--- config.mk ---
export PLATFORM = sky130hd
export DESIGN_NAME = instCache
export DESIGN_NICKNAME = d
export VERILOG_FILES = /design/src/logic/instCache.sv
export VERILOG_INCLUDE_DIRS = /design/src /design/src/common
export SDC_FILE = /design/constraint.sdc
export NUM_CORES = 2
export LEC_CHECK = 0
export CORE_MARGIN = 2
export CORE_UTILIZATION = 45
export DETAILED_ROUTE_END_ITERATION = 8
export DONT_BUFFER_PORTS = 1
export PLACE_DENSITY_LB_ADDON = 0.05
export SYNTH_ARGS = -nofsm -noshare
export SYNTH_HDL_FRONTEND = slang
export SYNTH_SLANG_ARGS = --single-unit
--- constraint.sdc ---
create_clock -name clk -period 17.6 [get_ports clk]
set_clock_uncertainty 0.05 [all_clocks]
set_input_delay 0.88 -clock clk [delete_from_list [all_inputs] [get_ports clk]]
set_output_delay 0.88 -clock clk [all_outputs]
set_load 0.005 [all_outputs]
--- src/common/fetch_defines.svh ---
// ==========================================================================
// Fetch stage sizes
// Address and data widths, bundle geometry and predictor table sizes
// ==========================================================================

`ifndef FETCH_DEFINES_SVH
`define FETCH_DEFINES_SVH

`define SIZE_PC           32
`define INST_WIDTH        32
`define SLOT_COUNT        4
`define SLOT_BYTES        8   // Stride between slots
`define SLOT_SHIFT        3   // log2 of SLOT_BYTES
`define BUNDLE_SHIFT      5   // log2 of bytes per bundle
`define BUNDLE_BYTES      (`SLOT_COUNT * `SLOT_BYTES)
`define BUNDLE_WIDTH      (`SLOT_COUNT * `INST_WIDTH)

`define ICACHE_LINES      16  // One bundle per line
`define ICACHE_INDEX_BITS 4
`define BTB_SETS          8   // Entries per bank
`define BTB_INDEX_BITS    3
`define BP_ENTRIES        64
`define BP_INDEX_BITS     6
`define RAS_DEPTH         8
`define RAS_PTR_BITS      3

`endif

--- src/logic/instCache.sv ---
// ==========================================================================
// Instruction cache
// Direct-mapped, one four-instruction bundle per line, combinational
// read with tag check and a refill write port
// ==========================================================================

`timescale 1ns/100ps
`include "fetch_defines.svh"

module instCache (
  input  logic                     clk,
  input  logic                     reset,
  input  logic [`SIZE_PC-1:0]      addr_i,
  input  logic                     wrEnable_i,
  input  logic [`SIZE_PC-1:0]      wrAddr_i,
  input  logic [`BUNDLE_WIDTH-1:0] instBlock_i,
  output logic [`BUNDLE_WIDTH-1:0] instBundle_o,
  output logic                     miss_o,
  output logic [`SIZE_PC-1:0]      missAddr_o
);

  localparam int TagLsb = `BUNDLE_SHIFT + `ICACHE_INDEX_BITS;

  logic [`ICACHE_LINES-1:0]      lineValid;
  logic [`SIZE_PC-1:TagLsb]      lineTag  [`ICACHE_LINES];
  logic [`BUNDLE_WIDTH-1:0]      lineData [`ICACHE_LINES];

  logic [`ICACHE_INDEX_BITS-1:0] rdIdx;
  logic [`ICACHE_INDEX_BITS-1:0] wrIdx;
  logic                          tagMatch;

  assign rdIdx = addr_i[TagLsb-1:`BUNDLE_SHIFT];
  assign wrIdx = wrAddr_i[TagLsb-1:`BUNDLE_SHIFT];

  // Read path
  assign tagMatch     = lineValid[rdIdx] && (lineTag[rdIdx] == addr_i[`SIZE_PC-1:TagLsb]);
  assign instBundle_o = lineData[rdIdx];
  assign miss_o       = ~tagMatch;
  assign missAddr_o   = {addr_i[`SIZE_PC-1:`BUNDLE_SHIFT], {`BUNDLE_SHIFT{1'b0}}};  // Line base

  always_ff @(posedge clk) begin
    if (reset) begin
      lineValid <= '0;
    end else if (wrEnable_i) begin
      lineValid[wrIdx] <= 1'b1;
    end
  end

  // Refill writes whole line
  always_ff @(posedge clk) begin
    if (wrEnable_i) begin
      lineTag[wrIdx]  <= wrAddr_i[`SIZE_PC-1:TagLsb];
      lineData[wrIdx] <= instBlock_i;
    end
  end

endmodule

**After elaboration in Yosys (flattened, before gate mapping)**

Memories as Yosys holds them, arrays and structs flattened.
Cells that the tools add are included.

- Flip-flop bits (word level): 16
- Latch bits: 0
- Bits in writable memories: 2,416
- Memory bits (read-only): 0
- Logic and storage cells: 17
- Memories kept: 2

- Add/subtract/negate cells: 0
- $mul: 0
- Div/mod/pow operators: 0
- $lt $le $gt $ge: 3
- Equal/unequal tests: 1
- Shifts and indexed selects: 0
- Muxes and demuxes: 6
- Bitwise operators: 2
- Reduce and logical (&&, ||, !) cells: 2

Memories:

| memory | depth | width | read ports | clocked after Yosys merged registers in | write ports | line | RTL |
|---|---|---|---|---|---|---|---|
| lineData | 16 | 128 | 1 | 0 | 1 | instCache.sv:26 | `` logic [`BUNDLE_WIDTH-1:0] lineData [`ICACHE_LINES]; `` |
| lineTag | 16 | 23 | 1 | 0 | 1 | instCache.sv:25 | `` logic [`SIZE_PC-1:TagLsb] lineTag [`ICACHE_LINES]; `` |

Operators by type and width:

| kind | count |
|---|---|
| $eq A23 B23 Y1 | 1 |
| $or A16 B16 Y16 | 1 |
| $lt A4 B5 Y1 const B | 2 |
| $bmux W1 S4 | 1 |
| $demux W1 S4 | 1 |
| $ge A4 B1 Y1 const B | 1 |
| $mux W1 | 4 |
| $logic_and A1 B1 Y1 | 2 |
| $not A1 Y1 | 1 |

**Depth between registers and ports, before layout**

- Word-level depth: 5
- Gate-level depth with buffers: 12

**Worst setup path after synthesis**

No wires, ideal clock.

- Path kind: input to register
- Start: input port wrAddr_i[6]
- End: memory lineData[0][0] in the netlist's numbering, enable pin
- Arrival time: 11.625 ns
- Path slack: 5.074 ns
- Cell stages on the path: 2
- Buffers on the path: 0
- Cell sequence: or3b_2 > nor3_1

RTL lines:

| element | line | RTL |
|---|---|---|
| from (decl) | instCache.sv:15 | `` input logic [`SIZE_PC-1:0] wrAddr_i, `` |
| to (decl) | instCache.sv:26 |  |

No word-level cell before the write port.

**Worst setup path after layout**

- Start: input port addr_i[6]
- End: output port miss_o

- Cells in the longest elaborated chain, start to end: 4
- Elaborated cells between the ends (all ways): 6

Ends and longest elaborated chain:

| element | line | RTL |
|---|---|---|
| from (decl) | instCache.sv:13 | `` input logic [`SIZE_PC-1:0] addr_i, `` |
| $mem_v2 Z16 W23 or $bmux W1 S4 (tied branches) | - |  |
| $eq A23 B23 Y1 or $mux W1 (tied branches) | instCache.sv:36 | `` assign tagMatch = lineValid[rdIdx] && (lineTag[rdIdx] == addr_i[`SIZE_PC-1:TagLsb]); `` |
| $logic_and A1 B1 Y1 * | instCache.sv:36 |  |
| $not A1 Y1 * | instCache.sv:38 | `assign miss_o = ~tagMatch;` |
| to (decl) | instCache.sv:18 | `output logic miss_o,` |

Every way passes the cells marked *; elsewhere a longest branch is shown, timed or not. The select of a mux whose other input is x is not followed.

==> impl_metrics.tcl <==
set metrics [dict create \
    synth-edff-count 2416 \
    cts.clk_slew.worst_paths_ns 0.06 \
    yosysTopAreaCell "edfxtp_1" \
    cts_sinks 2432 \
    cts_setup_buffers 0 \
    hpwl_um 106000 \
    cp_slowest_cell "buf_16" \
    yosysWarnings 0 \
    first_pass_iters 5 \
    cts_made_buffers 275 \
    dr.first_iter.drc_count 4033 \
    synth_cells 3707 \
    core-area_um2 204000 \
    seqCellArea_um2 72900 \
    ant_nets 0 \
    htreeDepth 5 \
    crit_arrival_ns 4.92 \
    worst_slew_pin_slew_ns 1.25 \
    grt_use_total 0.213 \
    layout_commonest_cell "edfxtp_1" \
    fmax_mhz 171 \
    worst_ep_required_time_ns 16.67 \
    pre_cts_slack_ns 12.35 \
    via_count 40527 \
    drive_gt1_frac 0.277 \
    cts_max_path_buffers 4 \
    worstSetupStartpointType "primary input" \
    synth_seq_cells 2432 \
    chipHeight_um 457 \
    syn_area_um2 92300 \
    crit_chain "buf_16 -> buf_16 -> mux4_2 -> mux2i_1 -> xor2_1 -> nand4_1 -> a221oi_1 -> and4b_1 -> o2111ai_1" \
    p_leak_nw 32.5 \
    finalSetupViolations 0 \
    wirelength_um 222000 \
    grt_overflow 0 \
    die_w_um 457 \
    synthMuxAreaShare 0.179 \
    synth_top_area_frac 0.786 \
    cp-end-kind "output pin" \
    fin_crit_sh 0.333 \
    drv_slew 0 \
    rsz0062_at_grt "no" \
    synth_top_family_by_area "multiplexers" \
    synth_cell_types 60 \
    vias_per_cell 5.90 \
    hold_violations 0 \
    crit_type "primary input to output pin" \
    powerDensity_nw_per_um2 117 \
    ir_worst_vdd_uv 114 \
    synth_xor_area_frac 0.00256 \
    initial_core_util 0.452 \
    port-buffer-count 0 \
    antenna_found_initial 36 \
    slew_headroom 0.164 \
    synthSimpleGateAreaFrac 0.00858 \
    area_growth_pct 13.8 \
    multiInputGateArea_um2 18300 \
    max_stage_delay_ns 0.67 \
    fin_ws_ns 11.75 \
    fin_crit_ns 5.85 \
    grt_max_degree 619 \
    dieArea_um2 209000 \
    n_fill_cell 15691 \
    rows 166 \
    setup-tns-final_ns 0 \
    pin_count 356 \
    cts_tree "built" \
    grt_pass1_wl_um 314000 \
    routedWlPerCell_um 32.2 \
    place_congestion 0.721 \
    syn_area_per_cell_um2 24.9 \
    synth_compound_area_frac 0.00662 \
    ys.flop_type "edfxtp_1" \
    synth_adder_area_share 0 \
    drv_cap 0 \
    ys_async_sr_fraction 0 \
    synth-seq-area-share 0.790 \
    crit_path_max_fanout 171 \
    status "completed" \
    ctsResizeCount 0 \
    drc 0 \
    grt_pass1_vias 42762 \
    cts-root-buf "clkbuf_16" \
    clock_latency_ns 0.88 \
    hold_path_class "flip-flop to flip-flop" \
    crit_top_cell "buf_16" \
    nNetsFinal 4191 \
    final_cell_mix "2416 x edfxtp_1, 702 x mux4_2, 284 x clkbuf_16, 152 x dlygate4sd3_1, 61 x buf_4" \
    synthTopCellsByArea "edfxtp_1 79%, mux4_2 17%, mux2i_1 0.55%" \
]
==> routing by layer <==
layer,track usage,vias to the layer above,share of wire
met2,0.358,1192,0.51
li1,-,16612,-
met5,0,-,0.00088
met1,0.283,22300,0.41
met3,0.0451,389,0.057
met4,0.0588,34,0.025
==> path summary, 6_finish.rpt <==
check | startpoint | to | slack, ns | depth (start not counted)
setup / recovery | addr_i[6] | miss_o | 11.75 | 9
hold / removal | lineValid[13]$_SDFFE_PP0P_ | lineValid[13]$_SDFFE_PP0P_ | 0.42 | 2
setup reg to reg | lineValid[11]$_SDFFE_PP0P_ | lineValid[11]$_SDFFE_PP0P_ | 16.93 | 2
hold reg to reg | lineValid[13]$_SDFFE_PP0P_ | lineValid[13]$_SDFFE_PP0P_ | 0.42 | 2
==> final cells by class <==
class	count	area share
inverters	5	0.000250
clock buffers	342	0.0698
diodes	11	0.000262
flip-flops and latches	2432	0.694
repair buffers	227	0.0221
clock inverters	112	0.00718
well taps	2688	0.0320
multi-input cells	1055	0.174
==> registers in the layout (all words and copies together), names as in the netlist <==
name       cells
lineValid     16
lineData    2048
lineTag      368
==> timing repair <==
item,4_1_cts,5_1_grt
hold endpoints to repair,2432,0
endpoints found under the setup margin,0,0
hold buffers,152,0
==> cells in the mapped netlist, types with 2 or more instances <==
cell,instances
clkbuf_1,74
o31ai_1,2
mux2_2,11
xor2_1,18
o21ai_0,6
o211ai_1,2
nand3_1,3
mux4_1,2
and3_1,18
buf_12,3
a21oi_1,27
buf_6,5
and3b_1,2
o2111ai_1,2
buf_1,5
inv_1,4
nor3_1,8
a22oi_1,5
mux2i_1,51
a211oi_1,13
and2_1,3
nor2b_1,15
o32ai_1,2
dfxtp_1,16
edfxtp_1,2416
nor2_1,50
o22ai_1,5
nand2b_1,4
a31oi_1,6
a21boi_0,3
clkbuf_4,2
buf_4,50
a221oi_1,4
nand4_1,2
nand3b_1,2
nand2_1,56
mux4_2,702
xnor2_1,9
buf_2,78
==> critical path: cells and delay by family <==
| kind | cells | cell delay [ns] |
|---|---|---|
| buf+inv | 2 | 1.32 |
| mux | 2 | 0.81 |
| compound gates | 2 | 0.71 |
| simple gates | 2 | 0.64 |
| xor+xnor | 1 | 0.25 |
==> report_power, final <==
group / internal, mW / switching [mW]
Combinational: 0.253 / 0.316
Clock: 3.06 / 2.14
Sequential: 6.49 / 0.0244
Total: 9.80 / 2.48
==> cell families (layout without fill, tap and decap cells) <==
logic type / after synthesis / in the layout
compound gates: 88 / 88
buf+inv: 224 / 686
xor+xnor: 27 / 27
flops: 2432 / 2432
mux: 767 / 767
simple gates: 168 / 168
other cells: 1 / 16
==> stage by stage <==
step                power [mW]  cell area, um2  utilization  cells  hold WS [ns]
CTS                       12.4          105000        0.513   6853         0.404
global placement          7.03           95100        0.466   6247         0.398
finish                    12.3          105000        0.514   6872         0.425
global route              12.7          105000        0.514   6865         0.422
floorplan                 7.02           92300            -   3711         0.385
detailed placement        7.05           95100        0.466   6247         0.410
Power figures use the tool's default switching activity.
