==> src/common/fetch_defines.svh <==
// ==========================================================================
// Fetch stage sizes
// Address and data widths, bundle geometry and predictor table sizes
// ==========================================================================

`ifndef FETCH_DEFINES_SVH
`define FETCH_DEFINES_SVH

`define SIZE_PC           32
`define INST_WIDTH        32
`define SLOT_COUNT        4
`define SLOT_BYTES        8   // Stride between slots
`define SLOT_SHIFT        3   // log2 of SLOT_BYTES
`define BUNDLE_SHIFT      5   // log2 of bytes per bundle
`define BUNDLE_BYTES      (`SLOT_COUNT * `SLOT_BYTES)
`define BUNDLE_WIDTH      (`SLOT_COUNT * `INST_WIDTH)

`define ICACHE_LINES      16  // One bundle per line
`define ICACHE_INDEX_BITS 4
`define BTB_SETS          8   // Entries per bank
`define BTB_INDEX_BITS    3
`define BP_ENTRIES        64
`define BP_INDEX_BITS     6
`define RAS_DEPTH         8
`define RAS_PTR_BITS      3

`endif

==> src/common/fetchPkg.sv <==
// ==========================================================================
// Fetch stage types
// Control-instruction kinds held in the BTB and seen on the update port,
// plus the slot index used across the four-wide fetch bundle
// ==========================================================================

package fetchPkg;

  // Control-instruction kind as encoded in the CTI queue
  typedef enum logic [1:0] {
    CT_RETURN = 2'b00,  // Pops RAS
    CT_CALL   = 2'b01,  // Pushes RAS
    CT_JUMP   = 2'b10,  // Unconditional
    CT_COND   = 2'b11   // Direction from counters
  } ctrlType_t;

  // Position of an instruction inside a bundle
  typedef logic [1:0] slotIdx_t;

endpackage

==> src/predict/branchPredictor.sv <==
// ==========================================================================
// Direction predictor
// Table of two-bit saturating counters, four slot reads per bundle and
// one in-order update per cycle
// ==========================================================================

`timescale 1ns/100ps
`include "fetch_defines.svh"

module branchPredictor import fetchPkg::*; (
  input  logic                clk,
  input  logic                reset,
  input  logic [`SIZE_PC-1:0] pc_i,
  input  logic                updateEn_i,
  input  logic [`SIZE_PC-1:0] updatePC_i,
  input  logic                updateDir_i,
  output logic                prediction0_o,
  output logic                prediction1_o,
  output logic                prediction2_o,
  output logic                prediction3_o
);

  localparam int IdxMsb = `SLOT_SHIFT + `BP_INDEX_BITS - 1;

  logic [1:0]               counter [`BP_ENTRIES];
  logic [`SLOT_COUNT-1:0]   predict;
  logic [`BP_INDEX_BITS-1:0] updIdx;

  assign updIdx = updatePC_i[IdxMsb:`SLOT_SHIFT];  // Bits above slot stride

  for (genvar s = 0; s < `SLOT_COUNT; s++) begin : genRead
    logic [`SIZE_PC-1:0] slotPc;

    assign slotPc     = {pc_i[`SIZE_PC-1:`BUNDLE_SHIFT], slotIdx_t'(s), {`SLOT_SHIFT{1'b0}}};
    assign predict[s] = counter[slotPc[IdxMsb:`SLOT_SHIFT]][1];  // Upper bit is taken
  end

  always_ff @(posedge clk) begin
    if (reset) begin
      for (int i = 0; i < `BP_ENTRIES; i++) begin
        counter[i] <= 2'b01;   // Weakly not-taken
      end
    end else if (updateEn_i) begin
      if (updateDir_i && (counter[updIdx] != 2'b11)) begin
        counter[updIdx] <= counter[updIdx] + 2'd1;
      end else if (!updateDir_i && (counter[updIdx] != 2'b00)) begin
        counter[updIdx] <= counter[updIdx] - 2'd1;
      end
    end
  end

  assign prediction0_o = predict[0];
  assign prediction1_o = predict[1];
  assign prediction2_o = predict[2];
  assign prediction3_o = predict[3];

endmodule

==> config.mk <==
export PLATFORM = sky130hd
export DESIGN_NAME = branchPredictor
export DESIGN_NICKNAME = d
export VERILOG_FILES = /design/src/common/fetchPkg.sv /design/src/predict/branchPredictor.sv
export VERILOG_INCLUDE_DIRS = /design/src /design/src/common
export SDC_FILE = /design/constraint.sdc
export NUM_CORES = 1
export LEC_CHECK = 0
export ABC_AREA = 0
export BUFFER_PORTS_ARGS = -buffer_cell sky130_fd_sc_hd__clkbuf_2
export CORE_ASPECT_RATIO = 2
export CORE_MARGIN = 3
export CORE_UTILIZATION = 65
export DETAILED_ROUTE_END_ITERATION = 16
export PLACE_DENSITY_LB_ADDON = 0.2
export SYNTH_ARGS = -nofsm -noshare
export SYNTH_HDL_FRONTEND = slang
export SYNTH_SLANG_ARGS = --single-unit
==> constraint.sdc <==
create_clock -name clk -period 6.4 [get_ports clk]
set_clock_uncertainty 0.1 [all_clocks]
set_input_delay 1.28 -clock clk [delete_from_list [all_inputs] [get_ports clk]]
set_output_delay 1.28 -clock clk [all_outputs]
set_load 0.01 [all_outputs]
==> After elaboration in Yosys (flattened, before gate mapping) <==
Memories as Yosys holds them, arrays and structs flattened.
Cells that the tools add are included.
{ "totals": {"out_inout_bits": 4, "word_cells": 25, "memories": 1, "register_bits": 0, "ram_bits": 128, "inputBits": 68} }
{ "op_classes": {"bitwise_logic": 1, "n_eq_ne": 1, "muxes": 15, "n_addsub": 2, "reduce_logical": 5} }
{ "mem_list": {"columns": ["name", "words", "word_bits", "read_ports", "rd_clocked_by_memory_dff", "write_ports", "line_no", "rtl"], "rows": [
  ["counter", 64, 2, 5, 0, 64, "branchPredictor.sv:25", "logic [1:0] counter [`BP_ENTRIES];"]
]} }
{ "ops": {"columns": ["op", "count"], "rows": [
  ["two-way mux 1 bit", 12],
  ["two-way mux 6 bit", 1],
  ["two-way mux 2 bit", 2],
  ["adder 2 x 1 -> 2 bit (second input constant)", 1],
  ["logical AND 1 bit", 2],
  ["!= test 2 bit (second input constant)", 1],
  ["nonzero test 2 bit", 1],
  ["OR reduction 2 bit", 1],
  ["subtractor 2 x 1 -> 2 bit (second input constant)", 1],
  ["zero test 1 bit", 1],
  ["bitwise OR 1 bit", 1]
]} }

==> Logic depth before layout (Yosys ltp) <==
An unclocked memory read counts as a cell.
{ "logic_depth": {"ltp_word": 11, "mapped_depth": 15, "mapped_depth_nobuf": 7} }

==> Worst setup path before layout <==
No wires, ideal clock.
{ "synth_path": {"path_kind": "input to output", "startpoint": "in pc_i[5]", "endpoint": "out prediction0_o", "t_arrival_ps": 3263, "t_required_ps": 5020, "path_buffers": 2, "path_slack_ps": 1757, "path_stages": 4, "path_cell_list": "clkbuf_1 -> buf_1 -> mux4_2 -> mux4_2"} }
{ "synth_via": {"elab_chain_cells": 1} }
{ "synth_lines": {"columns": ["element", "line_no", "rtl"], "rows": [
  ["start: declaration", "branchPredictor.sv:13", "input logic [`SIZE_PC-1:0] pc_i,"],
  ["memory read (64 x 2 bit)", null, null],
  ["end: declaration", "branchPredictor.sv:17", "output logic prediction0_o,"]
]} }
No other way between the ends.

==> impl_metrics.xml <==
<?xml version="1.0" encoding="UTF-8"?>
<metrics>
  <group name="layout">
    <metric name="num-nets-final" unit="">688</metric>
    <metric name="num-fill-cells" unit="">767</metric>
    <metric name="regs_by_ff_count" unit="">counter (128)</metric>
    <metric name="layout-drive-gt1-share" unit="">0.2361</metric>
    <metric name="final_cell_area" unit="um^2">8372</metric>
    <metric name="largest_register_ff_count" unit="">128</metric>
    <metric name="multi_input_area" unit="um^2">3425</metric>
    <metric name="num_antenna_cells" unit="">0</metric>
    <metric name="regMostFlops" unit="">counter</metric>
    <metric name="flow.area_growth_from_synthesis" unit="%">9.205</metric>
    <metric name="seqCellArea" unit="um^2">3844</metric>
  </group>
  <group name="clocking">
    <metric name="cts-buffers-inserted" unit="">17</metric>
    <metric name="cts_setup_buffers" unit="">0</metric>
    <metric name="worstSkewPairLatency" unit="ns">0.43</metric>
    <metric name="cts.reportedPaths.clkPinSlew" unit="ns">0.06</metric>
    <metric name="holdBufCountCts" unit="">0</metric>
    <metric name="cts_max_path_buffers" unit="">2</metric>
    <metric name="cts_htree_levels" unit="">4</metric>
    <metric name="tritoncts" unit="">built</metric>
    <metric name="numClockSinks" unit="">128</metric>
    <metric name="cts_resized" unit="">0</metric>
    <metric name="clk_root_buffer_cell" unit="">clkbuf_16</metric>
  </group>
  <group name="pwr">
    <metric name="ir_worst_vdd" unit="mV">0.2553</metric>
    <metric name="p_int" unit="W">0.001629</metric>
    <metric name="net-switching-power" unit="W">0.0005940</metric>
    <metric name="share_clk_of_total_power" unit="">0.430</metric>
    <metric name="static-leakage-power" unit="nW">2.380</metric>
    <metric name="power_per_cell_area" unit="nW/um^2">265.6</metric>
    <metric name="switching_share" unit="">0.2672</metric>
    <metric name="comb_power_share" unit="">0.144</metric>
    <metric name="seq_power_share" unit="">0.427</metric>
    <metric name="total_power" unit="W">0.002223</metric>
  </group>
  <group name="detailed_routing">
    <metric name="drt_antenna_net_count" unit="">0</metric>
    <metric name="drt_pre_antenna_iters" unit="">13</metric>
    <metric name="route.detailed.drc" unit="">0</metric>
    <metric name="vias_per_cell" unit="">8.369</metric>
    <metric name="drt_wl_total" unit="um">25110</metric>
    <metric name="via_count" unit="">6469</metric>
    <metric name="detailedRoute.firstIterationViolations" unit="">1381</metric>
    <metric name="detail_route.wl_per_cell" unit="um">32.49</metric>
  </group>
  <group name="setup_path">
    <metric name="critical_path.max_fanout" unit="">30</metric>
    <metric name="worst_setup_start_kind" unit="">primary input</metric>
    <metric name="cp-end-kind" unit="">flop</metric>
    <metric name="timing_worst_setup_path_type" unit="">primary input to flop</metric>
    <metric name="reg2reg_depth" unit="">8</metric>
    <metric name="worst_r2r_startpoint" unit="">counter[8][1]</metric>
    <metric name="regToRegSetupSlack" unit="ns">2.37</metric>
    <metric name="critPathArrivalTime" unit="ns">5.29</metric>
    <metric name="required" unit="ns">6.52</metric>
    <metric name="r2r-end" unit="">counter[57][1]</metric>
  </group>
  <group name="timing">
    <metric name="max_clock_freq" unit="GHz">0.1933</metric>
    <metric name="setup_repair_after_global_routing_missed_its_margin" unit="">false</metric>
    <metric name="slew_viol_final" unit="">0</metric>
    <metric name="final-setup-viol-count" unit="">0</metric>
    <metric name="fin_crit_share" unit="">0.8083</metric>
    <metric name="actual_slew_at_the_worst_max_slew_pin" unit="ns">1.425</metric>
    <metric name="relSlewSlack" unit="">0.04784</metric>
    <metric name="finalHoldViolations" unit="">0</metric>
    <metric name="post-route-min-period" unit="ns">5.173</metric>
    <metric name="finalSetupTns" unit="ns">0</metric>
  </group>
  <group name="synthesis">
    <metric name="postSynth.asyncResetShare" unit="">0</metric>
    <metric name="ys_types" unit="">53</metric>
    <metric name="synthFlopType" unit="">edfxtp_1</metric>
    <metric name="netlist_area" unit="um^2">7666</metric>
    <metric name="synth.ff_latch_count" unit="">128</metric>
    <metric name="cell_count_after_synthesis" unit="">643</metric>
    <metric name="synth_enable_flop_cells" unit="">128</metric>
    <metric name="post_synth.cell_area_avg" unit="um^2">11.92</metric>
    <metric name="yosys_warnings" unit="">0</metric>
    <metric name="synth.yosys.seq_area_share" unit="">0.5014</metric>
    <metric name="syn_nets" unit="">711</metric>
  </group>
  <group name="placement">
    <metric name="finalWeightedCongestion" unit="">1.072</metric>
    <metric name="port_buffers" unit="">17</metric>
    <metric name="dpl_cell_area" unit="um^2">7797</metric>
    <metric name="place.detailed.hpwl" unit="um">15770</metric>
  </group>
  <group name="floorplan">
    <metric name="design.core.area" unit="um^2">11420</metric>
    <metric name="floorplan.rows" unit="">55</metric>
    <metric name="floorplan.io_pins" unit="">72</metric>
    <metric name="die_ar" unit="um^2">13210</metric>
    <metric name="effective_utilization_at_floorplan" unit="">0.6711</metric>
    <metric name="fp.dieW" unit="um">82.79</metric>
    <metric name="chipHeight" unit="um">159.6</metric>
  </group>
  <group name="min_path">
    <metric name="timing.hold.worst_endpoint" unit="">counter[52][0]</metric>
    <metric name="startpoint_of_the_most_critical_hold_path" unit="">counter[30][0]</metric>
    <metric name="min-delay-path-class" unit="">flop to flop</metric>
    <metric name="worst_hold_path.num_cells" unit="">8</metric>
  </group>
  <group name="grt">
    <metric name="antenna_found_initial" unit="">3</metric>
    <metric name="maximum_number_of_pins_on_one_net_before_global_route_repair" unit="">66</metric>
    <metric name="globalRouteTotalUtil" unit="">0.4034</metric>
    <metric name="grt_pass1_vias" unit="">6321</metric>
    <metric name="grt_pass1_wl" unit="um">37730</metric>
    <metric name="globalRoute.totalOverflow" unit="">0</metric>
  </group>
  <group name="job">
    <metric name="max_cap_violations" unit="">0</metric>
  </group>
  <group name="outcome">
    <metric name="run_status" unit="">finished, final reports clean</metric>
  </group>
</metrics>
-- per-stage QoR --
step	hold WS (ns)	util	setup slack, ns	instances
after global routing	1.491	0.7329	1.022	773
final	1.453	0.7329	1.227	773
after CTS	1.418	0.7329	1.227	773
after floorplan	1.010	-	1.757	643
after global placement	1.391	0.6826	0.9635	743
after detailed placement	1.401	0.6826	0.8453	743
-- final cells by class --
cell class,count,share of cell area
Tap cell,142,0.02122
Timing Repair Buffer,46,0.04065
Sequential cell,128,0.4591
Multi-Input combinational cell,424,0.4091
Inverter,3,0.001345
Clock buffer,18,0.05126
Clock inverter,12,0.01734
-- cells in the final DEF, fill, tap and decap left out, types with 17 or more instances in the layout --
cell type	count
edfxtp_1	128
nand2_1	83
o31ai_1	65
a21oi_1	31
a2111oi_2	31
mux4_2	29
nand3_1	29
buf_4	26
clkbuf_16	17
clkbuf_2	17
-- power by group through the flow --
stage                     clock [W]  combinational, W  sequential (W)
after global placement            0          0.000295        0.000963
after detailed placement          0          0.000301        0.000964
final                      0.000955          0.000320        0.000948
after CTS                  0.000949          0.000304        0.000948
after global routing       0.000984          0.000328        0.000949
after floorplan                   0          0.000217        0.000959
-- logic make-up (layout without fill, tap and decap cells) --
kind of cell    Yosys count  after routing  share of synthesized area
simple gates            188            188                     0.1221
compound gates          192            192                     0.2154
buf+inv                  91             79                    0.05516
flops                   128            128                     0.5014
mux                      44             44                     0.1059
-- how the worst max path moves through the flow --
stage	from	endpoint	slack, ns	depth (start not counted)
3_3_place_gp	updatePC_i[5]	counter[38][1]	0.96	10
3_5_place_dp	updatePC_i[5]	counter[44][1]	0.85	10
4_1_cts	updatePC_i[5]	counter[44][1]	1.23	10
5_1_grt	updatePC_i[5]	counter[1][1]	1.02	9
2_1_floorplan	pc_i[5]	prediction0_o	1.76	4
6_report	updatePC_i[5]	counter[57][1]	1.23	10
-- worst max-delay path: stages --
cell and delay (ns):
clkbuf_2 0.47, buf_4 0.34, mux2_2 0.37, a22oi_1 0.21, a41oi_1 0.17, or3_1 0.45
o41a_1 0.64, a211o_2 0.65, buf_12 0.29, a2111oi_2 0.40
-- metal layers --
metal | GRT usage | part of all wire | routed length, um | vias to the layer above
met2 | 0.5866 | 0.47 | 11800 | 642
met1 | 0.4626 | 0.29 | 7307 | 3078
li1 | - | - | - | 2552
met5 | 0 | 0.0030 | 76 | -
met4 | 0.3006 | 0.095 | 2380 | 6
met3 | 0.1670 | 0.14 | 3554 | 191
-- cells in the mapped netlist, types with 7 or more instances --
cell type	number	area, um^2
and3b_1	8	70.07
a22oi_1	14	105.1
nor2b_1	10	62.56
o21ai_0	7	35.03
nor3b_1	8	60.06
edfxtp_1	128	3844
clkbuf_1	51	191.4
nor3_1	16	80.08
nand2_1	85	319.1
a221oi_1	9	78.83
a2111oi_2	31	465.5
a21oi_1	31	155.2
nand3_1	29	145.1
o31ai_1	65	488.0
mux2i_1	8	80.08
buf_2	22	110.1
mux4_2	29	653.1
nor2_1	8	30.03
nand3b_1	7	52.55
(Power assumes the default switching activity.)
