--- src/common/fetch_defines.svh ---
// ==========================================================================
// Fetch stage sizes
// Address and data widths, bundle geometry and predictor table sizes
// ==========================================================================

`ifndef FETCH_DEFINES_SVH
`define FETCH_DEFINES_SVH

`define SIZE_PC           32
`define INST_WIDTH        32
`define SLOT_COUNT        4
`define SLOT_BYTES        8   // Stride between slots
`define SLOT_SHIFT        3   // log2 of SLOT_BYTES
`define BUNDLE_SHIFT      5   // log2 of bytes per bundle
`define BUNDLE_BYTES      (`SLOT_COUNT * `SLOT_BYTES)
`define BUNDLE_WIDTH      (`SLOT_COUNT * `INST_WIDTH)

`define ICACHE_LINES      16  // One bundle per line
`define ICACHE_INDEX_BITS 4
`define BTB_SETS          8   // Entries per bank
`define BTB_INDEX_BITS    3
`define BP_ENTRIES        64
`define BP_INDEX_BITS     6
`define RAS_DEPTH         8
`define RAS_PTR_BITS      3

`endif

--- src/common/fetchPkg.sv ---
// ==========================================================================
// Fetch stage types
// Control-instruction kinds held in the BTB and seen on the update port,
// plus the slot index used across the four-wide fetch bundle
// ==========================================================================

package fetchPkg;

  // Control-instruction kind as encoded in the CTI queue
  typedef enum logic [1:0] {
    CT_RETURN = 2'b00,  // Pops RAS
    CT_CALL   = 2'b01,  // Pushes RAS
    CT_JUMP   = 2'b10,  // Unconditional
    CT_COND   = 2'b11   // Direction from counters
  } ctrlType_t;

  // Position of an instruction inside a bundle
  typedef logic [1:0] slotIdx_t;

endpackage

--- src/predict/btb.sv ---
// ==========================================================================
// Branch target buffer
// Four banks, one per slot position, looked up in parallel for a bundle
// and written in program order from the update port
// ==========================================================================

`timescale 1ns/100ps
`include "fetch_defines.svh"

module btb import fetchPkg::*; (
  input  logic                clk,
  input  logic                reset,
  input  logic [`SIZE_PC-1:0] pc_i,
  input  logic                updateEn_i,
  input  logic [`SIZE_PC-1:0] updatePC_i,
  input  ctrlType_t           updateBrType_i,
  input  logic [`SIZE_PC-1:0] updateTargetAddr_i,
  output logic                btbHit0_o,
  output logic                btbHit1_o,
  output logic                btbHit2_o,
  output logic                btbHit3_o,
  output ctrlType_t           ctrlType0_o,
  output ctrlType_t           ctrlType1_o,
  output ctrlType_t           ctrlType2_o,
  output ctrlType_t           ctrlType3_o,
  output logic [`SIZE_PC-1:0] targetAddr0_o,
  output logic [`SIZE_PC-1:0] targetAddr1_o,
  output logic [`SIZE_PC-1:0] targetAddr2_o,
  output logic [`SIZE_PC-1:0] targetAddr3_o
);

  localparam int TagLsb = `BUNDLE_SHIFT + `BTB_INDEX_BITS;

  logic [`BTB_SETS-1:0]       btbValid  [`SLOT_COUNT];
  logic [`SIZE_PC-1:TagLsb]   btbTag    [`SLOT_COUNT][`BTB_SETS];
  ctrlType_t                  btbType   [`SLOT_COUNT][`BTB_SETS];
  logic [`SIZE_PC-1:0]        btbTarget [`SLOT_COUNT][`BTB_SETS];

  logic [`SLOT_COUNT-1:0]     hit;
  ctrlType_t                  hitType   [`SLOT_COUNT];
  logic [`SIZE_PC-1:0]        hitTarget [`SLOT_COUNT];

  // Update side decode
  slotIdx_t                   updBank;
  logic [`BTB_INDEX_BITS-1:0] updIdx;

  assign updBank = updatePC_i[`BUNDLE_SHIFT-1:`SLOT_SHIFT];   // Bits 4:3
  assign updIdx  = updatePC_i[TagLsb-1:`BUNDLE_SHIFT];

  // Per-bank lookup at aligned PC plus slot offset
  for (genvar b = 0; b < `SLOT_COUNT; b++) begin : genBank
    logic [`SIZE_PC-1:0]        slotPc;
    logic [`BTB_INDEX_BITS-1:0] rdIdx;

    assign slotPc       = {pc_i[`SIZE_PC-1:`BUNDLE_SHIFT], slotIdx_t'(b), {`SLOT_SHIFT{1'b0}}};
    assign rdIdx        = slotPc[TagLsb-1:`BUNDLE_SHIFT];
    assign hit[b]       = btbValid[b][rdIdx] && (btbTag[b][rdIdx] == slotPc[`SIZE_PC-1:TagLsb]);
    assign hitType[b]   = btbType[b][rdIdx];
    assign hitTarget[b] = btbTarget[b][rdIdx];
  end

  // Valid bit per entry
  always_ff @(posedge clk) begin
    if (reset) begin
      for (int b = 0; b < `SLOT_COUNT; b++) begin
        btbValid[b] <= '0;
      end
    end else if (updateEn_i) begin
      btbValid[updBank][updIdx] <= 1'b1;
    end
  end

  always_ff @(posedge clk) begin
    if (updateEn_i) begin
      btbTag[updBank][updIdx]    <= updatePC_i[`SIZE_PC-1:TagLsb];
      btbType[updBank][updIdx]   <= updateBrType_i;
      btbTarget[updBank][updIdx] <= updateTargetAddr_i;
    end
  end

  assign btbHit0_o     = hit[0];
  assign btbHit1_o     = hit[1];
  assign btbHit2_o     = hit[2];
  assign btbHit3_o     = hit[3];
  assign ctrlType0_o   = hitType[0];
  assign ctrlType1_o   = hitType[1];
  assign ctrlType2_o   = hitType[2];
  assign ctrlType3_o   = hitType[3];
  assign targetAddr0_o = hitTarget[0];
  assign targetAddr1_o = hitTarget[1];
  assign targetAddr2_o = hitTarget[2];
  assign targetAddr3_o = hitTarget[3];

endmodule

--- config.mk ---
export PLATFORM = sky130hd
export DESIGN_NAME = btb
export DESIGN_NICKNAME = d
export VERILOG_FILES = /design/src/common/fetchPkg.sv /design/src/predict/btb.sv
export VERILOG_INCLUDE_DIRS = /design/src /design/src/common
export SDC_FILE = /design/constraint.sdc
export NUM_CORES = 1
export LEC_CHECK = 0
export BUFFER_PORTS_ARGS = -buffer_cell sky130_fd_sc_hd__clkbuf_2
export CORE_ASPECT_RATIO = 0.9
export CORE_MARGIN = 8
export CORE_UTILIZATION = 66
export DETAILED_ROUTE_END_ITERATION = 8
export PLACE_DENSITY_LB_ADDON = 0.08
export SLEW_MARGIN = 20
export SYNTH_ARGS = -nofsm -noshare
export SYNTH_HDL_FRONTEND = slang
export SYNTH_SLANG_ARGS = --single-unit
--- constraint.sdc ---
create_clock -name clk -period 7.35 [get_ports clk]
set_input_delay 1.47 -clock clk [delete_from_list [all_inputs] [get_ports clk]]
set_output_delay 1.47 -clock clk [all_outputs]
set_load 0.005 [all_outputs]
== Word level (Yosys, flattened, before mapping) ==
Memory sizes are Yosys's and may differ from the RTL's.
Cells that the tools add are included.

* Register bits after elaboration: 0
* RAM bits: 1888
* Bits of input ports: 101
* Output and inout bits: 140
* Memories: 4

* Magnitude comparators: 6
* Equality and inequality tests: 4
* Multiplexer cells: 63
* Bitwise operators: 2
* Reductions and logical operators: 7

{| class="wikitable"
|+ Memories
! memory !! depth !! bits a word !! read ports !! clocked after memory_dff !! wr ports !! line !! RTL
|-
| btbTarget || 4 || 256 || 4 || 0 || 1 || btb.sv:37 || <nowiki>logic [`SIZE_PC-1:0] btbTarget [`SLOT_COUNT][`BTB_SETS];</nowiki>
|-
| btbTag || 4 || 192 || 4 || 0 || 1 || btb.sv:35 || <nowiki>logic [`SIZE_PC-1:TagLsb] btbTag [`SLOT_COUNT][`BTB_SETS];</nowiki>
|-
| btbType || 4 || 16 || 4 || 0 || 1 || btb.sv:36 || <nowiki>ctrlType_t btbType [`SLOT_COUNT][`BTB_SETS];</nowiki>
|-
| btbValid || 4 || 8 || 4 || 0 || 4 || btb.sv:34 || <nowiki>logic [`BTB_SETS-1:0] btbValid [`SLOT_COUNT];</nowiki>
|}

{| class="wikitable"
|+ Operators with widths
! cell !! number
|-
| binary-select mux 32 bit (select 3 bit) || 4
|-
| binary-select mux 24 bit (select 3 bit) || 4
|-
| 2-to-1 mux 32 bit || 9
|-
| 2-to-1 mux 256 bit || 1
|-
| 2-to-1 mux 24 bit || 9
|-
| 2-to-1 mux 192 bit || 1
|-
| demux 32 bit (select 3 bit) || 1
|-
| == test 24 bit || 4
|-
| demux 24 bit (select 3 bit) || 1
|-
| binary-select mux 2 bit (select 3 bit) || 4
|-
| 2-to-1 mux 8 bit || 3
|-
| 2-to-1 mux 2 bit || 10
|-
| 2-to-1 mux 16 bit || 1
|-
| binary-select mux 1 bit (select 3 bit) || 4
|-
| 2-to-1 mux 1 bit || 9
|-
| >= comparator 4 bit, second input constant || 2
|-
| less-than comparator 3 x 4 -> 1 bit, second input constant || 2
|-
| inverter 3 -> 4 bit || 2
|-
| OR reduction 8 bit || 1
|-
| demux 2 bit (select 3 bit) || 1
|-
| logical AND 1 bit || 6
|-
| less-than comparator 4 x 1 -> 1 bit, second input constant || 1
|-
| demux 1 bit (select 3 bit) || 1
|-
| >= comparator 3 x 1 -> 1 bit, second input constant || 1
|}

== Logic depth before layout (Yosys ltp) ==
* Depth after elaboration: 7
* Mapped depth: 10

== Least setup slack after synthesis ==
Ideal clock, no wire load.

* Kind: input to register
* Start: in updateEn_i
* End: mem btbValid[3][0] in the netlist's numbering, enable pin
* Data arrival time: 4.983 ns
* Path slack: 2.065 ns
* Stages: 5
* Path buffers: 1
* Cell sequence: clkbuf_1 > nor2b_1 > nand2_1 > nor2_1 > or2_2

{| class="wikitable"
|+ RTL lines
! item !! line !! RTL
|-
| start: declaration || btb.sv:14 || <nowiki>input logic updateEn_i,</nowiki>
|-
| end: declaration || btb.sv:34 ||
|}

== Worst setup path in the final report ==
* Start: in pc_i[5]
* End: out btbHit2_o

* Word-level cells in the longest chain between the ends: 6
* Elaborated cells between the ends (all ways): 8
* Classes of those cells: 1 x eq/ne; 5 x mux; 1 x bitwise; 1 x reduce/logical

{| class="wikitable"
|+ RTL lines
! item !! line !! RTL
|-
| start: declaration || btb.sv:13 || <nowiki>input logic [`SIZE_PC-1:0] pc_i,</nowiki>
|-
| inverter 3 -> 4 bit (implied by the code) || btb.sv:57 || <nowiki>assign hit[b] = btbValid[b][rdIdx] && (btbTag[b][rdIdx] == slotPc[`SIZE_PC-1:TagLsb]);</nowiki>
|-
| binary-select mux 24 bit (select 3 bit) || btb.sv:57 ||
|-
| 2-to-1 mux 24 bit (implied by the code) (2 in series) || btb.sv:57 ||
|-
| == test 24 bit || btb.sv:57 ||
|-
| logical AND 1 bit * || btb.sv:57 ||
|-
| end: declaration || btb.sv:20 || <nowiki>output logic btbHit2_o,</nowiki>
|}

Mark *: on every way between the ends. The rest lies on a longest branch, timed or not. The select of a mux whose other input is x is not followed.

==> results.json <==
{
  "status": "finished, final reports clean",
  "hpwl_um": 97200,
  "peakVddDrop_uv": 247,
  "use_met2_pct": 47.2,
  "place_inst": 4826,
  "setup_ws_ns": 0.900,
  "crit_arrival_ns": 4.98,
  "fin_setup_tns_ns": 0,
  "antenna_found_initial": 8,
  "avgRoutedWirePerCell_um": 33.9,
  "grt_setup_unrepaired": "false",
  "grt_max_degree": 88,
  "finalPower_mw": 22.0,
  "slew_headroom_pct": 26.4,
  "met3_usage_pct": 4.95,
  "min_period_ns": 6.45,
  "ios": 241,
  "row_count": 115,
  "synthCells": 3203,
  "final_common_cell": "edfxtp_1",
  "grt.total_usage_pct": 29.1,
  "clk_pin_slew_ns": 0.06,
  "final_cells": 5160,
  "ys_warn_count": 0,
  "first_pass_iters": 6,
  "worstHoldStart": "updatePC_i[5]",
  "drt_iter0_markers": 4940,
  "finalNetCount": 3647,
  "globalplace.congestion": 0.880,
  "syn_nets": 3304,
  "synth_area_leaders": "edfxtp_1 78%, mux4_2 12%, mux2_2 3.3%, mux2i_1 2.0%, xnor2_1 1.0%",
  "netlist.top_cell.by_area": "edfxtp_1",
  "power_leakage_nw": 26.1,
  "drive_above_1_share_pct": 33.6,
  "layout_common_cells": "1,888 x edfxtp_1, 379 x mux4_2, 229 x clkbuf_2",
  "crit_required_ns": 5.88,
  "die_w_um": 366,
  "initial_utilization_pct": 66.5,
  "drc": 0,
  "finalHoldViolCount": 0,
  "htree_levels": 4,
  "coreArea_um2": 109000,
  "critPathKind": "primary input to output port",
  "ant_nets": 0,
  "synth_area_um2": 72600,
  "comb_power_share_pct": 5.5,
  "die_y_um": 331,
  "startpoint_type": "primary input",
  "area_delta_synth_final_pct": 12.4,
  "cp_max_fo": 46,
  "grt_pass1_wl_um": 249000,
  "nFillCells": 5819,
  "whs_path_depth": 2,
  "fin_util_pct": 74.7,
  "cts-resized-gates": 0,
  "yosysSeqAreaShare_pct": 78.1,
  "cts-root-buf": "clkbuf_16",
  "dp_slack_ns": 1.00,
  "synth.top_cell.area_share_pct": 78.1,
  "post-route-period-util_pct": 87.8,
  "met1_usage_pct": 42.1,
  "synth_seq_cells": 1888,
  "swShare_pct": 20.9,
  "critPathCaptureType": "output port",
  "max_cap_violations": 0,
  "overflow": 0,
  "cts_buffers": 178,
  "io_buffers": 232,
  "yosysUniqueCellTypes": 37,
  "clockBufferDepth": 3,
  "die_area_um2": 121000,
  "critPathLaunch": "pc_i[5]",
  "stdcell_area_um2": 81600,
  "whs_ns": 1.18,
  "hold_buffers": 0,
  "switchingPower_mw": 4.59,
  "worst-slew-pin-transition_ns": 1.10,
  "cts_tree": "yes",
  "avgSynthCellArea_um2": 22.7,
  "grt_pass1_vias": 35300,
  "placed_cell_area_um2": 76000,
  "vias_per_cell": 6.77,
  "p_seq_share_pct": 54.7,
  "wirelength_um": 175000,
  "vias": 35000,
  "cts_setup_buffers": 0,
  "finalSetupViolations": 0,
  "power.density_nw_per_um2": 270,
  "intPower_mw": 17.4,
  "maxSlewViolCount": 0,
  "p_clk_share_pct": 39.9,
  "top_usage_layer": "met2",
  "fmax_mhz": 155,
  "hp-class": "primary input to flip-flop",
  "cts.sinks": 1888
}
## sequential cells by signal, indices dropped and copies added, names as in the netlist
| signal | flops |
|---|---|
| btbType | 64 |
| btbTarget | 1024 |
| btbValid | 32 |
| btbTag | 768 |
## critical path, stage by stage
cell      delay [ns]
buf_8           0.38
buf_12          0.35
buf_4           0.39
mux2_2          0.39
o22ai_1         0.15
a221oi_1        0.08
xnor2_1         0.19
buf_4           0.19
nand4_1         0.26
nor4_1          0.70
buf_4           0.23
clkbuf_2        0.12
## final timing paths
| check | slack [ns] | endpoint |
|---|---|---|
| setup / recovery | 0.90 | btbHit2_o |
| hold / removal | 1.18 | btbValid[3][5] |
## final cells by class
cell class                 count  area [µm²]  share of cell area, %
antenna                        8        20.0                 0.0245
clock buffer                 217        4660                   5.72
clock inverter               107         860                   1.05
inverter                       4        15.0                 0.0184
multi-input combinational   1131       15300                   18.8
sequential                  1888       56700                   69.5
tap                         1462        1830                   2.24
timing repair buffer         343        2210                   2.71
## synthesized netlist by cell type
master,instances
a211oi_1,18
a21oi_1,5
a221oi_1,34
a22o_1,9
a22oi_1,2
a31o_2,1
a31oi_1,1
a41o_1,3
and2_1,2
buf_1,33
buf_2,53
buf_4,19
buf_6,6
clkbuf_1,69
clkinv_1,1
edfxtp_1,1888
inv_1,3
mux2_2,210
mux2i_1,142
mux4_2,379
nand2_1,11
nand2b_1,3
nand3_1,11
nand3b_1,2
nand4_1,14
nor2_1,60
nor2b_1,26
nor3_1,3
nor4_1,23
nor4_2,3
o221ai_1,3
o22ai_1,37
o31a_1,9
o32ai_1,3
or2_2,28
xnor2_1,83
xor2_1,6
## cells by family (layout without fill, tap and decap cells)
group	count (synthesis)	count (layout)	synth area share, %
AOI/OAI and AO/OA	125	125	1.32
xor gates and xnor gates	89	89	1.07
and+or+nand+nor	186	186	1.36
other	0	8	0
buffers and inverters	184	671	1.20
muxes	731	731	17.0
DFF	1888	1888	78.1
## power groups by stage
stage | combinational, mW | sequential (mW) | clock [mW]
finish | 1.21 | 12.0 | 8.77
global route | 1.27 | 12.0 | 9.26
CTS | 1.21 | 12.0 | 8.86
detailed placement | 1.20 | 12.3 | 0
global placement | 1.17 | 12.2 | 0
floorplan | 0.688 | 12.2 | 0
## per-layer routing
metal	part of all wire (%)	vias to the layer above
met1	39	18500
met4	2.3	0
met5	0	-
met3	9.4	273
met2	50	1970
li1	-	14200
Power figures use the tool's default switching activity.
