## src/common/fetch_defines.svh

```systemverilog
// ==========================================================================
// Fetch stage sizes
// Address and data widths, bundle geometry and predictor table sizes
// ==========================================================================

`ifndef FETCH_DEFINES_SVH
`define FETCH_DEFINES_SVH

`define SIZE_PC           32
`define INST_WIDTH        32
`define SLOT_COUNT        4
`define SLOT_BYTES        8   // Stride between slots
`define SLOT_SHIFT        3   // log2 of SLOT_BYTES
`define BUNDLE_SHIFT      5   // log2 of bytes per bundle
`define BUNDLE_BYTES      (`SLOT_COUNT * `SLOT_BYTES)
`define BUNDLE_WIDTH      (`SLOT_COUNT * `INST_WIDTH)

`define ICACHE_LINES      16  // One bundle per line
`define ICACHE_INDEX_BITS 4
`define BTB_SETS          8   // Entries per bank
`define BTB_INDEX_BITS    3
`define BP_ENTRIES        64
`define BP_INDEX_BITS     6
`define RAS_DEPTH         8
`define RAS_PTR_BITS      3

`endif

```

## src/predict/returnStack.sv

```systemverilog
// ==========================================================================
// Return address stack
// Circular stack of return addresses, top entry always visible,
// overflow wraps onto the oldest entry
// ==========================================================================

`timescale 1ns/100ps
`include "fetch_defines.svh"

module returnStack (
  input  logic                clk,
  input  logic                reset,
  input  logic                push_i,
  input  logic [`SIZE_PC-1:0] pushAddr_i,
  input  logic                pop_i,
  output logic [`SIZE_PC-1:0] addrRAS_o
);

  logic [`SIZE_PC-1:0]      stack [`RAS_DEPTH];
  logic [`RAS_PTR_BITS-1:0] topPtr;
  logic [`RAS_PTR_BITS-1:0] abovePtr;

  assign abovePtr = topPtr + 1'b1;  // Wraps at depth

  // Push wins if both ever arrive together
  always_ff @(posedge clk) begin
    if (reset) begin
      topPtr <= '0;
    end else if (push_i) begin
      topPtr <= abovePtr;
    end else if (pop_i) begin
      topPtr <= topPtr - 1'b1;
    end
  end

  // Entry storage
  always_ff @(posedge clk) begin
    if (push_i) begin
      stack[abovePtr] <= pushAddr_i;
    end
  end

  assign addrRAS_o = stack[topPtr];

endmodule

```

## config.mk

```make
export PLATFORM = sky130hd
export DESIGN_NAME = returnStack
export DESIGN_NICKNAME = d
export VERILOG_FILES = /design/src/predict/returnStack.sv
export VERILOG_INCLUDE_DIRS = /design/src /design/src/common
export SDC_FILE = /design/constraint.sdc
export NUM_CORES = 1
export LEC_CHECK = 0
export BUFFER_PORTS_ARGS = -buffer_cell sky130_fd_sc_hd__clkbuf_2
export CAP_MARGIN = 20
export CORE_MARGIN = 2
export CORE_UTILIZATION = 40
export CTS_BUF_LIST = sky130_fd_sc_hd__clkbuf_2
export CTS_CLUSTER_DIAMETER = 200
export DETAILED_ROUTE_END_ITERATION = 10
export GPL_ROUTABILITY_DRIVEN = 0
export SYNTH_ARGS = -nofsm -noshare
export SYNTH_HDL_FRONTEND = slang
export SYNTH_SLANG_ARGS = --single-unit
```

## constraint.sdc

```tcl
create_clock -name clk -period 4 [get_ports clk]
set_input_delay 0.8 -clock clk [delete_from_list [all_inputs] [get_ports clk]]
set_output_delay 0.8 -clock clk [all_outputs]
set_load 0.02 [all_outputs]
```

# After elaboration in Yosys (flattened, before gate mapping)
# Memory sizes are Yosys's and may differ from the RTL's. A register that Yosys moved wholly into a read port is not among the register bits.
# Index checks and enable logic that the tools add are counted.
[totals]
register_bits = 3
latchBits = 0
ram_bits = 256
romBits = 0
in_bits = 36
out_inout_bits = 32
word_cells = 11
n_memories = 1
[classes]
n_addsub = 2
n_mul = 0
div = 0
order_cmp = 0
eq_ne = 0
shift = 0
mux = 6
bitwise_logic = 0
n_reduce_logical = 1
[mem_list]
columns = ["memory", "words", "width", "read_ports", "rd_clocked_by_memory_dff", "wr", "line", "text"]
rows = [
  ["stack", 8, 32, 1, 1, 1, "returnStack.sv:19", "logic [`SIZE_PC-1:0] stack [`RAS_DEPTH];"],
]
[ops]
columns = ["operator", "count"]
rows = [
  ["2-to-1 mux 3 bit", 4],
  ["adder 3 x 1 -> 3 bit, second input constant", 1],
  ["subtractor 3 x 1 -> 3 bit, second input constant", 1],
  ["2-to-1 mux 1 bit", 2],
  ["nonzero test 2 bit", 1],
]

# Logic depth before layout (Yosys ltp)
# Gate-level depths: netlist of the first run.
[logic_depth]
word_depth = 5
depth_mapped = 5
ltp_nobuf = 5

# Worst setup path after synthesis of the first run
# No wires, ideal clock.
[synth_timing]
path_kind = "reg2reg"
startpoint = "reg topPtr[0]"
endpoint = "mem stack[0][0] (netlist name), enable pin"
setup_ps = 461
arrival_time_ps = 3243
required_ps = 3539
path_slack_ps = 296
path_stages_with_launch = 5
n_path_buf = 0
synth_period_minus_slack_ps = 3704
cell_sequence = "dfxtp_1 inv_1 ha_1 nand2b_1 nor3_1"
[synth_via]
elab_chain_len = 1
[synth_rtl]
columns = ["element", "line", "text"]
rows = [
  ["start, declared", "returnStack.sv:20", "logic [`RAS_PTR_BITS-1:0] topPtr;"],
  ["start signal, assigned", "returnStack.sv:30", "topPtr <= abovePtr;"],
  ["start signal, assigned", "returnStack.sv:32", "topPtr <= topPtr - 1'b1;"],
  ["adder 3 x 1 -> 3 bit", "returnStack.sv:23", "assign abovePtr = topPtr + 1'b1;"],
  ["end, declared", "returnStack.sv:19", ""],
]
# Every way passes these cells.

==> results of run 1 <==
[per-layer routing]
layer,global-route usage,vias to the layer above,routed length (µm)
met1,0.190,2360,7860
met3,0.0390,30,1250
met5,0,-,0
met4,0.0688,0,307
li1,-,2070,-
met2,0.249,159,9600
[placed cells by master (no fill, tap or decap), types with 2 or more instances in the layout]
master	count
a21oi_1	3
buf_12	3
buf_4	12
bufinv_16	2
clkbuf_2	163
clkinv_1	10
clkinv_2	3
dfxtp_1	3
dfxtp_4	2
edfxtp_1	256
ha_1	2
inv_1	2
inv_2	4
mux2_2	32
mux4_1	40
mux4_2	24
nand2_1	2
nand3_1	2
nor2_1	2
nor2_4	2
nor3_2	6
xnor2_1	2
[through the flow]
step / util / setup WS (ns) / instances / total power, mW
final: 0.461 / 0.351 / 914 / 5.65
after global routing: 0.461 / 0.156 / 914 / 5.91
after CTS: 0.461 / 0.226 / 913 / 5.74
after detailed placement: 0.437 / 1.10 / 798 / 3.95
after global placement: 0.437 / 1.13 / 798 / 3.93
after floorplan: - / 0.296 / 404 / 3.70
[final cells by class]
type	count	share of cell area
inverters	2	0.000654
well taps	330	0.0359
clock buffers	96	0.0418
clock inverters	19	0.0111
repair buffers	82	0.0423
flip-flops and latches	262	0.680
diodes	1	0.000218
multi-input cells	122	0.188
[how the worst min path moves through the flow]
stage,start,endpoint,depth (start not counted)
floorplan,topPtr[2]$_SDFFE_PP0N_,flop,2
detailed placement,topPtr[2]$_SDFFE_PP0N_,flop,2
global placement,topPtr[2]$_SDFFE_PP0N_,flop,2
CTS,reset,flop,2
global route,reset,flop,2
finish,reset,flop,2
[cells in the mapped netlist (all sizes together), types with 2 or more instances]
cell type / instances / area, µm²
edfxtp: 256 / 7690
mux4: 64 / 1590
mux2: 32 / 360
buf: 17 / 118
dfxtp: 6 / 120
nor3: 6 / 30.0
nor2: 4 / 15.0
a21oi: 3 / 15.0
ha: 2 / 25.0
inv: 2 / 7.51
nand2: 2 / 7.51
nand3: 2 / 10.0
xnor2: 2 / 17.5
[critical path, cell delays in order (launching register included)]
cell	delay, ns
dfxtp_4	0.69
buf_4	0.34
mux4_1	0.58
mux2_2	0.30
clkbuf_2	0.16
[registers in the layout, indices dropped and copies added (netlist names), named ones only]
name    flops
stack     256
topPtr      3
[cell families (layout without fill, tap and decap cells)]
kind of cell    Yosys count  in the layout
other cells               0              1
compound gates            4              4
fa+ha+maj                 2              2
mux                      96             96
flops                   262            262
buf+inv                  20            199
xor+xnor                  3              3
simple gates             17             17
[power by group through the flow]
stage,Sequential [mW],Combinational (mW),Clock (mW)
floorplan,3.24,0.460,0
global placement,3.29,0.640,0
detailed placement,3.30,0.648,0
CTS,3.24,0.650,1.85
global route,3.25,0.685,1.97
finish,3.24,0.633,1.78
==> results.ini, run 1 <==
[die]
fp.dieArea_mm2 = 0.0264
fp.dieH_um = 162
die-width_um = 162
core.rowCount = 58
starting_density = 0.404
io-pin-count = 68
floorplan.core_area_mm2 = 0.0249

[synth]
post_synth_and_or_nand_nor_area_fraction = 0.00834
synth_flop_cell = edfxtp_1
synth_edf_count = 256
synthCells = 404
asyncSetResetFlopFracSynth = 0
synth.yosys.warnings = 0
yosysUniqueCellTypes = 22
synth_area_per_cell_um2 = 24.9
syn_area_mm2 = 0.0100
synth-compound-area-share = 0.00224
synth_xor_xnor_area_share = 0.00262
synth_adder_area_share = 0.00249
portion_of_netlist_area_occupied_by_mux_cells = 0.194
ys_ff_latch = 262
share_of_the_yosys_chip_area_belonging_to_registers = 0.777
mappedNetlistNets = 442
main_combinational_cell_family_by_area_after_synthesis = multiplexers

[critical_path]
cp.arrival_ns = 2.85
path_class = reg -> out
timing.critical_path.fanout_max = 26
crit_required_ns = 3.20
worst_r2r_endpoint = stack[0][31]$_DFFE_PP_
setup.reg_to_reg.worst_slack_ns = 1.40
timing.reg2reg.worst_path_depth = 5
cp-end-kind = output pin
crit_path_start_kind = flop
critical_path.endpoint = addrRAS_o[6]
timing.rr.start = topPtr[0]$_SDFFE_PP0N_

[timing]
worst_slew_pin_slew_ns = 0.911
timing.final.crit_share = 0.912
setup_repair_after_global_routing_missed_its_margin = no
hold_viol_final = 0
setup-violations-final = 0
fin_setup_tns_ns = 0
worst_hold_slack_ns = 0.225
relSlewSlack = 0.392
final-max-slew-violation-count = 0
max_freq_mhz = 274
worst_clock_skew_ns = 0.0669
period_minus_slack_ns = 3.65

[grt]
grt_pass1_wl_mm = 29.2
antenna_found_initial = 1
grt_pass1_vias = 5099
gr_util_all_layers = 0.151
grt_overflow_total = 0
grt_max_degree = 65

[outcome]
status = complete, no violations

[placement]
placement.io_buffers = 67
place.detailed.hpwl_mm = 10.5
dpl-instance-area_mm2 = 0.0109

[power]
switching_share = 0.254
p_switching_mw = 1.43
clock_power_share = 0.315
power_frac_seq = 0.573
worst_ir_drop_vdd_mv = 0.168
power.leakage_nw = 3.90
pwr_density_cell_mw_per_mm2 = 491
p_int_mw = 4.21
comb_power_share = 0.112

[detailed_routing]
wirelength_mm = 19.0
wire_per_inst_um = 20.8
drc = 0
antenna_violating_nets_post_route = 0
vias_per_cell = 5.05
routed-via-count = 4619
drt-initial-drc-count = 268
detail_route.first_pass.iterations = 4

[clocking]
cts.repair_timing.setup_buffer_count = 0
cts_resized = 0
post_cts_hold_buffer_count = 0
clock_insertion_delay_worst_skew_ns = 0.80
clock_tree_buf_depth = 3
tritoncts = done
clock_tree.htree_level_count = 3
clockRootBuffer = clkbuf_2
clk_transition_reported_paths_ns = 0.10
cts_buffers = 66
cts.sink_count = 262

[finish]
stdcell_area_mm2 = 0.0115
n_fill_cell = 2091
area.sequential_mm2 = 0.00782
final_net_count = 574
layout-area-overhead-vs-synth_pct = 14.3
area_taken_by_multi_input_logic_gates_mm2 = 0.00215
drive_gt1_frac = 0.436

[flow_run]
timing.max_cap.violations = 0

[hold_path]
hold_path.class = in -> reg

Power figures use the tool's default switching activity.
==> run 2, diff against run 1 <==
- MAX_ROUTING_LAYER: default -> met4
- REMOVE_ABC_BUFFERS: default -> 1
==> results.ini, run 2 (synthesis results as in run 1) <==
[outcome]
status = complete, no violations

[timing]
relSlewSlack = 0.313
final-max-slew-violation-count = 0
setup-violations-final = 0
hold_viol_final = 0
worst_clock_skew_ns = 0.0432
timing.final.crit_share = 0.895
period_minus_slack_ns = 3.58
max_freq_mhz = 279
fin_setup_tns_ns = 0
setup_repair_after_global_routing_missed_its_margin = no
worst_slew_pin_slew_ns = 1.03
worst_hold_slack_ns = 0.254
final.setup.worst_slack_ns = 0.419

[finish]
layout-area-overhead-vs-synth_pct = 14.6
stdcell_area_mm2 = 0.0115
finish.cell_count_without_fillers = 921
drive_gt1_frac = 0.435
mostFrequentLayoutCells = 256 x edfxtp_1, 159 x clkbuf_2, 40 x mux4_1
post-route-util = 0.462
final_net_count = 580
registers.top_by_ff_count = stack
largest_register_ffs = 256
mostFrequentLayoutCell = edfxtp_1
reg.largest.list = stack x256, topPtr x3

[critical_path]
worst_r2r_endpoint = stack[3][8]$_DFFE_PP_
cp-end-kind = output pin
timing.rr.start = topPtr[0]$_SDFFE_PP0N_
timing.reg2reg.worst_path_depth = 5
path_class = reg -> out
setup.reg_to_reg.worst_slack_ns = 1.49
cp.arrival_ns = 2.78
crit_path_start_kind = flop
timing.critical_path.fanout_max = 32
crit_required_ns = 3.20

[detailed_routing]
wirelength_mm = 19.1
routed-via-count = 4637
antenna_violating_nets_post_route = 0
drt-initial-drc-count = 276
detail_route.first_pass.iterations = 4
wire_per_inst_um = 20.7
vias_per_cell = 5.03
drc = 0

[die]
fp.dieArea_mm2 = 0.0264
floorplan.core_area_mm2 = 0.0249
fp.dieH_um = 162
die-width_um = 162
io-pin-count = 68
starting_density = 0.404
core.rowCount = 58

[clocking]
clk_transition_reported_paths_ns = 0.09
clock_insertion_delay_worst_skew_ns = 0.78
post_cts_hold_buffer_count = 0
clock_tree.htree_level_count = 3
clock_tree_buf_depth = 3
cts_resized = 0
cts.sink_count = 262
cts.repair_timing.setup_buffer_count = 0
clockRootBuffer = clkbuf_2
cts_buffers = 67
tritoncts = done

[placement]
dpl-instance-area_mm2 = 0.0109
number_of_instances_in_the_placed_design = 803
placement.io_buffers = 67
detailedPlace.worstSlack_ns = 1.19
place.detailed.hpwl_mm = 11.0

[power]
power.leakage_nw = 3.92
pwr_density_cell_mw_per_mm2 = 490
worst_ir_drop_vdd_mv = 0.180
finalPower_mw = 5.64

[grt]
grt_pass1_vias = 5115
grt_max_degree = 54
antenna_found_initial = 2
grt_overflow_total = 0
grt_pass1_wl_mm = 28.8
gr_util_all_layers = 0.154

[hold_path]
hold_path.class = in -> reg
hold_start = reset
timing.hold.worst_path_depth = 2

[flow_run]
timing.max_cap.violations = 0

-- run 2: cell types whose count changed in the layout (fill, tap and decap cells not counted), sizes merged --
cell | before | now
clkbuf | 163 | 159
diode | 1 | 2
clkinv | 13 | 17
inv | 6 | 7
buf | 15 | 20
-- run 2: worst max-delay path by stage --
stage	endpoint	slack (ns)	cells past startpoint
CTS	addrRAS_o[4]	0.28	4
finish	addrRAS_o[4]	0.42	4
detailed placement	addrRAS_o[4]	1.19	4
global placement	addrRAS_o[4]	1.19	4
floorplan	addrRAS_o[11]	-0.07	2
global route	addrRAS_o[4]	0.22	4
-- run 2: power by group --
part / total, mW / switching, mW / internal, mW / leakage (nW)
clock network: 1.76 / 1.01 / 0.755 / 0.465
logic: 0.658 / 0.373 / 0.286 / 1.08
registers: 3.22 / 0.0627 / 3.15 / 2.38
total: 5.64 / 1.44 / 4.19 / 3.92
-- run 2: layout make-up --
| type | instances | area [µm²] |
|---|---|---|
| diodes | 2 | 5.00 |
| clock inverters | 24 | 146 |
| clock buffers | 92 | 460 |
| multi-input cells | 122 | 2150 |
| well taps | 330 | 413 |
| flip-flops and latches | 262 | 7810 |
| inverters | 2 | 7.51 |
| repair buffers | 87 | 510 |
| fillers | 2135 | 13400 |
-- run 2: per-layer routing --
layer  wire length, µm  global-route usage
met5                 0                   -
met3              1270              0.0428
met4               286              0.0619
met1              8120               0.189
met2              9430               0.245
-- run 2: critical path, stage by stage, from the launching register on --
cell and delay [ns]:
dfxtp_4 0.61, buf_12 0.31, mux4_1 0.61, mux2_2 0.30
clkbuf_2 0.16
==> run 3, diff against run 2 <==
- PLACE_DENSITY: default -> 0.63
==> results.ini, run 3 (synthesis results as in run 1) <==
[grt]
grt_pass1_vias = 5069
gr_util_all_layers = 0.152
antenna_found_initial = 1
grt_overflow_total = 0
grt_pass1_wl_mm = 28.5
grt_max_degree = 65

[clocking]
cts_buffers = 67
post_cts_hold_buffer_count = 0
clk_transition_reported_paths_ns = 0.10
clock_tree.htree_level_count = 3
clock_tree_buf_depth = 3
cts.sink_count = 262
clock_insertion_delay_worst_skew_ns = 0.76
tritoncts = done
cts_resized = 0
cts.repair_timing.setup_buffer_count = 0
clockRootBuffer = clkbuf_2

[timing]
max_freq_mhz = 275
worst_clock_skew_ns = 0.0412
final.setup.worst_slack_ns = 0.370
timing.final.crit_share = 0.907
period_minus_slack_ns = 3.63
setup_repair_after_global_routing_missed_its_margin = no
setup-violations-final = 0
worst_slew_pin_slew_ns = 1.06
relSlewSlack = 0.292
fin_setup_tns_ns = 0
final-max-slew-violation-count = 0
hold_viol_final = 0

[finish]
mostFrequentLayoutCells = 256 x edfxtp_1, 166 x clkbuf_2, 40 x mux4_1
stdcell_area_mm2 = 0.0114
layout-area-overhead-vs-synth_pct = 13.8
finish.cell_count_without_fillers = 912
drive_gt1_frac = 0.434
mostFrequentLayoutCell = edfxtp_1
final_net_count = 572
largest_register_ffs = 256
registers.top_by_ff_count = stack
reg.largest.list = stack x256, topPtr x3

[die]
core.rowCount = 58
fp.dieH_um = 162
floorplan.core_area_mm2 = 0.0249
io-pin-count = 68
die-width_um = 162
starting_density = 0.404
fp.dieArea_mm2 = 0.0264

[critical_path]
path_class = reg -> out
crit_required_ns = 3.20
timing.reg2reg.worst_path_depth = 5
timing.rr.start = topPtr[0]$_SDFFE_PP0N_
setup.reg_to_reg.worst_slack_ns = 1.37
cp-end-kind = output pin
cp.arrival_ns = 2.83
crit_path_start_kind = flop
timing.critical_path.fanout_max = 33
critical_path.endpoint = addrRAS_o[25]
worst_r2r_endpoint = stack[1][26]$_DFFE_PP_

[placement]
dpl-instance-area_mm2 = 0.0108
placement.io_buffers = 67
detailedPlace.worstSlack_ns = 1.05
number_of_instances_in_the_placed_design = 795
place.detailed.hpwl_mm = 10.1

[power]
pwr_density_cell_mw_per_mm2 = 489
worst_ir_drop_vdd_mv = 0.182
power.leakage_nw = 3.87

[detailed_routing]
vias_per_cell = 5.11
drt-initial-drc-count = 305
drc = 0
routed-via-count = 4658
wirelength_mm = 19.0
antenna_violating_nets_post_route = 0
detail_route.first_pass.iterations = 5
wire_per_inst_um = 20.9

[hold_path]
hold_path.class = in -> reg

[outcome]
status = complete, no violations

[flow_run]
timing.max_cap.violations = 0

## run 3: cell count changes in the layout (fill, tap and decap cells not counted)
cell        change
inv_2           -3
diode_2         -1
bufinv_16       -1
clkinv_1        -4
clkinvlp_4      +1
dfxtp_2         -1
buf_4           -8
dfxtp_4         +1
clkbuf_2        +7
## run 3: layer usage
layer  vias up  global-route usage  part of all wire
met3        20              0.0456             0.052
met4         0              0.0495             0.011
met2       119               0.248              0.51
met1      2452               0.184              0.42
met5         -                   -                 0
li1       2067                   -                 -
## run 3: worst max-delay path, cell delays in order (launching register included)
cell,delay [ns]
dfxtp_4,0.74
buf_4,0.33
mux4_1,0.59
mux2_2,0.30
clkbuf_2,0.16
## run 3: final cells by class
type                       instances  area [µm²]
clock inverter                    17        97.6
inverter                           2        7.51
timing repair buffer              79         450
antenna                            1        2.50
multi-input combinational        122        2150
tap                              330         413
clock buffer                      99         495
fill                            2083       13500
sequential                       262        7820
## run 3: how the worst min path moves through the flow
stage                                start                      to  slack [ns]  cells past startpoint
finish                               reset                    flop        0.27                      2
global placement    topPtr[2]$_SDFFE_PP0N_                    flop        0.52                      2
global route                         reset                    flop        0.19                      2
detailed placement  topPtr[2]$_SDFFE_PP0N_                    flop        0.53                      2
CTS                         pushAddr_i[20]  stack[6][20]$_DFFE_PP_        0.19                      1
floorplan           topPtr[2]$_SDFFE_PP0N_                    flop        0.50                      2
## run 3: where the power goes
part | internal [mW] | leakage, nW | switching [mW] | total [mW]
Clock | 0.723 | 0.461 | 1.00 | 1.72
Sequential | 3.15 | 2.38 | 0.0905 | 3.24
Combinational | 0.283 | 1.03 | 0.341 | 0.624
## run 3: per-stage QoR
step	util	total power, mW	hold WS, ns
floorplan	-	3.69	0.499
global placement	0.436	3.93	0.518
detailed placement	0.436	3.95	0.532
CTS	0.459	5.69	0.194
global route	0.459	5.88	0.185
finish	0.459	5.59	0.274
